**src/source/dcache_defines.svh**
```systemverilog
`ifndef DCACHE_DEFINES_SVH
`define DCACHE_DEFINES_SVH

// associativity
`define DCACHE_WAYS 2

// sets per way
`define DCACHE_SETS 128

// words per line and beats per burst
`define DCACHE_LINE_WORDS 16

// byte address and word widths
`define DCACHE_ADDR_WIDTH 32
`define DCACHE_DATA_WIDTH 32

`endif

```
**src/source/bus_pkg.sv**
```systemverilog
`include "dcache_defines.svh"

package bus_pkg;

    // one data word on the cpu or memory side
    typedef logic [`DCACHE_DATA_WIDTH-1:0] word_t;

    // one enable per byte lane
    typedef logic [`DCACHE_DATA_WIDTH/8-1:0] strobe_t;

    typedef logic [`DCACHE_ADDR_WIDTH-1:0] byte_addr_t;

    // beat position inside a line burst
    typedef logic [$clog2(`DCACHE_LINE_WORDS)-1:0] beat_t;

endpackage

```
**src/source/dcache_pkg.sv**
```systemverilog
`include "dcache_defines.svh"

package dcache_pkg;

    // field widths of a byte address
    localparam int BYTE_BITS = $clog2(`DCACHE_DATA_WIDTH / 8);
    localparam int OFFSET_BITS = $clog2(`DCACHE_LINE_WORDS);
    localparam int INDEX_BITS = $clog2(`DCACHE_SETS);
    localparam int WAY_BITS = $clog2(`DCACHE_WAYS);
    localparam int TAG_BITS = `DCACHE_ADDR_WIDTH - INDEX_BITS - OFFSET_BITS - BYTE_BITS;

    typedef logic [TAG_BITS-1:0] tag_t;

    typedef logic [INDEX_BITS-1:0] index_t;

    // word within a line
    typedef logic [OFFSET_BITS-1:0] offset_t;

    typedef logic [WAY_BITS-1:0] way_t;

    // data ram word address made of way, set and word
    typedef logic [WAY_BITS+INDEX_BITS+OFFSET_BITS-1:0] ram_addr_t;

endpackage

```
**src/source/miss_ctrl.sv**
```systemverilog
`timescale 1ns/1ps
`include "dcache_defines.svh"

module miss_ctrl
    import bus_pkg::*;
    import dcache_pkg::*;
(
    input  logic       clk,
    input  logic       resetn,

    input  logic       req_valid,
    input  byte_addr_t req_addr,
    input  strobe_t    req_wstrobe,
    input  word_t      req_wdata,
    output logic       req_ready,
    output logic       rsp_valid,
    output word_t      rsp_rdata,

    input  logic       hit,
    input  way_t       hit_way,
    input  way_t       victim_way,
    input  logic       victim_dirty,
    input  tag_t       victim_tag,
    output logic       touch,
    output logic       touch_write,
    output logic       fill_done,

    output logic       a_en,
    output ram_addr_t  a_addr,
    output strobe_t    a_strobe,
    output word_t      a_wdata,
    input  word_t      a_rdata,
    output logic       b_en,
    output ram_addr_t  b_addr,
    output strobe_t    b_strobe,
    output word_t      b_wdata,
    input  word_t      b_rdata,

    output logic       mem_valid,
    output logic       mem_write,
    output byte_addr_t mem_addr,
    output word_t      mem_wdata,
    input  logic       mem_ready,
    input  word_t      mem_rdata,
    input  logic       mem_last
);
    typedef enum logic [2:0] {
        ST_IDLE,
        ST_BUFFER,
        ST_WRITEBACK,
        ST_REFILL,
        ST_INSTALL
    } state_t;

    state_t state;
    beat_t  beat;

    // counts sixteen reads plus one cycle for the last read data
    logic [OFFSET_BITS:0] buf_cnt;

    word_t  line_buf [`DCACHE_LINE_WORDS];
    way_t   miss_way;
    tag_t   wb_tag;

    tag_t    req_tag;
    index_t  req_index;
    offset_t req_offset;
    logic    miss_start;
    logic    beat_fire;

    assign req_tag = req_addr[`DCACHE_ADDR_WIDTH-1 -: TAG_BITS];
    assign req_index = req_addr[BYTE_BITS+OFFSET_BITS +: INDEX_BITS];
    assign req_offset = req_addr[BYTE_BITS +: OFFSET_BITS];

    assign req_ready = (state == ST_IDLE) && hit;
    assign touch = req_valid && req_ready;
    assign touch_write = |req_wstrobe;
    assign fill_done = (state == ST_INSTALL);
    assign miss_start = (state == ST_IDLE) && req_valid && !hit;

    // cpu hits go through port a
    assign a_en = touch;
    assign a_addr = {hit_way, req_index, req_offset};
    assign a_strobe = req_wstrobe;
    assign a_wdata = req_wdata;
    assign rsp_rdata = a_rdata;

    assign mem_valid = (state == ST_WRITEBACK) || (state == ST_REFILL);
    assign mem_write = (state == ST_WRITEBACK);
    assign mem_addr = {(mem_write ? wb_tag : req_tag), req_index,
                       {(OFFSET_BITS + BYTE_BITS){1'b0}}};
    assign mem_wdata = line_buf[beat];
    assign beat_fire = mem_valid && mem_ready;

    // port b serves victim reads, then refill writes
    always_comb begin
        b_en = 1'b0;
        b_addr = {miss_way, req_index, offset_t'(buf_cnt)};
        b_strobe = '0;
        b_wdata = mem_rdata;
        if (state == ST_BUFFER) begin
            b_en = !buf_cnt[OFFSET_BITS];
        end else if (state == ST_REFILL) begin
            b_en = beat_fire;
            b_strobe = '1;
            b_addr = {miss_way, req_index, offset_t'(beat)};
        end
    end

    always_ff @(posedge clk) begin
        if (resetn) begin
            state <= ST_IDLE;
            beat <= '0;
            buf_cnt <= '0;
            rsp_valid <= 1'b0;
        end else begin
            rsp_valid <= touch;
            case (state)
                ST_IDLE: begin
                    if (miss_start) begin
                        beat <= '0;
                        buf_cnt <= '0;
                        state <= victim_dirty ? ST_BUFFER : ST_REFILL;
                    end
                end
                ST_BUFFER: begin
                    buf_cnt <= buf_cnt + 1'b1;
                    if (buf_cnt[OFFSET_BITS]) begin
                        state <= ST_WRITEBACK;
                    end
                end
                ST_WRITEBACK: begin
                    if (beat_fire) begin
                        beat <= mem_last ? '0 : beat + 1'b1;
                        if (mem_last) begin
                            state <= ST_REFILL;
                        end
                    end
                end
                ST_REFILL: begin
                    if (beat_fire) begin
                        beat <= mem_last ? '0 : beat + 1'b1;
                        if (mem_last) begin
                            state <= ST_INSTALL;
                        end
                    end
                end
                default: begin
                    state <= ST_IDLE;
                end
            endcase
        end
    end

    // victim line copy trails the port b address by one read
    always_ff @(posedge clk) begin
        if (miss_start) begin
            miss_way <= victim_way;
            wb_tag <= victim_tag;
        end
        if ((state == ST_BUFFER) && (buf_cnt != '0)) begin
            line_buf[offset_t'(buf_cnt - 1'b1)] <= b_rdata;
        end
    end

endmodule

```
**config.mk**
```make
export PLATFORM = sky130hd
export DESIGN_NAME = miss_ctrl
export DESIGN_NICKNAME = d
export VERILOG_FILES = /design/src/source/bus_pkg.sv /design/src/source/dcache_pkg.sv /design/src/source/miss_ctrl.sv
export VERILOG_INCLUDE_DIRS = /design/src /design/src/source
export SDC_FILE = /design/constraint.sdc
export NUM_CORES = 1
export LEC_CHECK = 0
export BUFFER_PORTS_ARGS = -buffer_cell sky130_fd_sc_hd__buf_4
export CORE_ASPECT_RATIO = 1.4
export CORE_MARGIN = 1.5
export CORE_UTILIZATION = 56
export CTS_CLUSTER_SIZE = 28
export DETAILED_ROUTE_END_ITERATION = 16
export GPL_TIMING_DRIVEN = 0
export PLACE_DENSITY = 0.8
export RECOVER_POWER = 100
export SYNTH_ARGS = -nofsm -noshare
export SYNTH_HDL_FRONTEND = slang
export SYNTH_SLANG_ARGS = --single-unit
```
**constraint.sdc**
```tcl
create_clock -name clk -period 3.96 [get_ports clk]
set_input_delay 0.594 -clock clk [delete_from_list [all_inputs] [get_ports clk]]
set_output_delay 0.594 -clock clk [all_outputs]
set_load 0.03 [all_outputs]
```
==> reports/metrics.cfg <==
[clock_tree]
clk_path_buf_depth=3
tritoncts=built
htree_levels=2
post_cts.repair.setup_buffers=0
cts_hold_buffers=0
cts_buffers=48
cts-root-buf=clkbuf_16
clock-sinks=549
clock_latency_ps=570
cts.repair.resized=0
path_clk_slew_ps=60

[critical_path]
r2r-start=state[0]
critPathCaptureType=output port
crit_fanout=10
setup.worst_path.start_class=flip-flop
worst_ep_arrival_time_ps=3130
required_ps=3370
crit_type=reg -> out
cp_top_family=buffers and inverters
critical_path_buf_inv_count=2
rr_worst_depth=6
crit_path_top_delay_cell=clkbuf_1
cpPeakStageDelay_ps=690
worstPathCellList=nor2_1 > clkbuf_1 > a22oi_1 > nand2_1 > clkbuf_1
regToRegEndpoint=line_buf[4][12]
cpMostUsedCell=clkbuf_1
r2r_slack_ps=300

[global_routing]
use_met2=0.5222
met3_usage=0.07559
grt_overflow=0
grt_pass1_vias=12640
grt_use_total=0.2983
grt.busiest_layer=met2
grt_max_degree=23
gr-usage-met1=0.3470
antenna_found_initial=7
grt_first_pass_wirelength_um=84080

[layout]
stdcell_count=2017
nNetsFinal=1654
area_growth_pct=16.32
drive_gt1_frac=0.3047

[hold_path]
hp-class=in -> reg
hold_depth=1
hold_path.startpoint=victim_tag[14]
min_to=wb_tag[14]

[floorplanning]
coreArea_um2=38610
num_io_pins=393
rows=85
dieArea_um2=40550
die_w_um=170.6
die_h_um=237.7
start_util=0.5705

[route]
drcViolationCount=0
ant_nets=0
vias=12340
wl_per_cell_um=29.47
drt_wl_total_um=59450
viasPerCell=6.118
firstDrtPassIters=5
drt_iter0_markers=1260

[sta]
finalClockSkew_ps=16.60
max_slew.worst_pin.slew_ps=2007
fin_ws_ps=237.3
clock.fmax_mhz=268.6
timing.final.hold_violations=0
period_share=0.9401
period_minus_slack_ps=3723
setup_viol=0
slew_headroom=-0.3428
rsz0062_at_grt=false
final-max-slew-violation-count=37

[synthesis]
ys_ff_latch=549
yosys_warnings=0
ys_seq_area_frac=0.7407
syn_area_per_cell_um2=19.88
netlist_instances=1108
synth_top_cell_area_share=0.7253
yosysMostFrequentCell=edfxtp_1
synth_top_area_cell=edfxtp_1
synthTopCellsByArea=edfxtp_1 73%, mux4_2 13%, buf_4 5.0%
synth_area_um2=22030
synth_ff_type=edfxtp_1
synth-edff-count=532
yosys-top-cells-count=532 x edfxtp_1, 146 x buf_4, 128 x mux4_2
synth.distinct_cells=40
async_reset_ff_frac=0

[placement]
place_inst=1927
numPortBuffers=276
dpl_worst_slack_ps=969.9
place_hpwl_um=39470
place.gp.congestion=0.7954

[outcome]
violations=max-capacitance violations, max-slew violations
status=complete, but fails checks

[run]
maxCapViolations=2

[power]
leakagePower_nw=8.291
vdd_ir_drop_max_mv=0.2778
p_per_area_nw_per_um2=450.9

[layer usage]
| metal | up-vias | share of wire |
|---|---|---|
| li1 | 5030 | - |
| met1 | 6219 | 0.31 |
| met2 | 951 | 0.52 |
| met3 | 140 | 0.12 |
| met4 | 0 | 0.042 |
| met5 | - | 0 |
[worst max path at each step]
stage | start | end | depth (start not counted)
4_1_cts | flip-flop | mem_wdata[0] | 6
3_3_place_gp | state[2] | line_buf[4][11] | 5
5_1_grt | state[0] | line_buf[4][10] | 6
6_report | flip-flop | mem_wdata[0] | 5
2_1_floorplan | state[2] | line_buf[12][0] | 5
3_5_place_dp | flip-flop | mem_wdata[16] | 6
[flip-flops by register name, indices dropped and copies added (netlist names), named ones only]
register and count:
beat 4, buf_cnt 5, line_buf 512, miss_way 1, rsp_valid 1, state 3, wb_tag 19
[cells in the final DEF, fill, tap and decap left out, types with 3 or more instances in the layout]
| cell type | n |
|---|---|
| clkbuf_4 | 18 |
| clkinvlp_4 | 4 |
| nor2_2 | 7 |
| inv_1 | 7 |
| clkbuf_2 | 8 |
| o21ai_0 | 5 |
| nor3b_1 | 3 |
| clkinv_2 | 8 |
| clkinv_1 | 9 |
| clkbuf_1 | 260 |
| a22oi_1 | 65 |
| nor2b_1 | 5 |
| nand3_1 | 7 |
| a31oi_1 | 3 |
| nand2_1 | 41 |
| nor2_1 | 25 |
| mux4_2 | 128 |
| buf_1 | 3 |
| nor3_1 | 4 |
| edfxtp_1 | 532 |
| buf_12 | 9 |
| mux2_2 | 23 |
| a211oi_1 | 3 |
| a21oi_1 | 14 |
| ha_1 | 7 |
| diode_2 | 5 |
| buf_4 | 188 |
| conb_1 | 6 |
| dfxtp_1 | 17 |
| clkbuf_16 | 49 |
| buf_2 | 6 |
[where the power goes]
group,internal [W],leakage (nW),total (W),switching (W)
clock network,0.00234,0.690,0.00436,0.00202
logic,0.000261,2.68,0.000776,0.000515
registers,0.00641,4.92,0.00642,0.0000148
total,0.00901,8.29,0.0116,0.00255
[per-stage QoR]
step / setup TNS [ps] / power (W) / hold slack, ps / utilization / instance area [um2]
final: 0 / 0.01155 / 224.6 / 0.6637 / 25620
after CTS: 0 / 0.01170 / 185.4 / 0.6910 / 26680
after detailed placement: 0 / 0.007442 / 520.6 / 0.6541 / 25250
after global routing: 0 / 0.01183 / 207.2 / 0.6636 / 25620
after global placement: -318520 / 0.007400 / 500.4 / 0.6416 / 24770
after floorplan: 0 / 0.007051 / 473.3 / - / 22040
[final cells by class]
cell class | count | area (um2)
fill | 2660 | 12990
clock buffer | 60 | 1267
clock inverter | 25 | 160.2
inverter | 7 | 26.28
antenna | 5 | 12.51
sequential | 549 | 16320
multi-input combinational | 368 | 4443
buffer | 189 | 1266
timing repair buffer | 292 | 1476
tap | 522 | 653.1
[cell families (layout without fill, tap and decap cells)]
group / after synthesis / in the layout / share of synthesized area
muxes: 151 / 151 / 0.1426
xor gates and xnor gates: 1 / 1 / 0.0003977
AOI/OAI and AO/OA: 93 / 93 / 0.02943
other: 1 / 11 / 0.0001703
adders and majority gates: 7 / 7 / 0.003976
and+or+nand+nor: 110 / 110 / 0.02346
DFF: 549 / 549 / 0.7407
buffers and inverters: 196 / 573 / 0.05919
No activity file was read; power rests on OpenSTA's default activity.
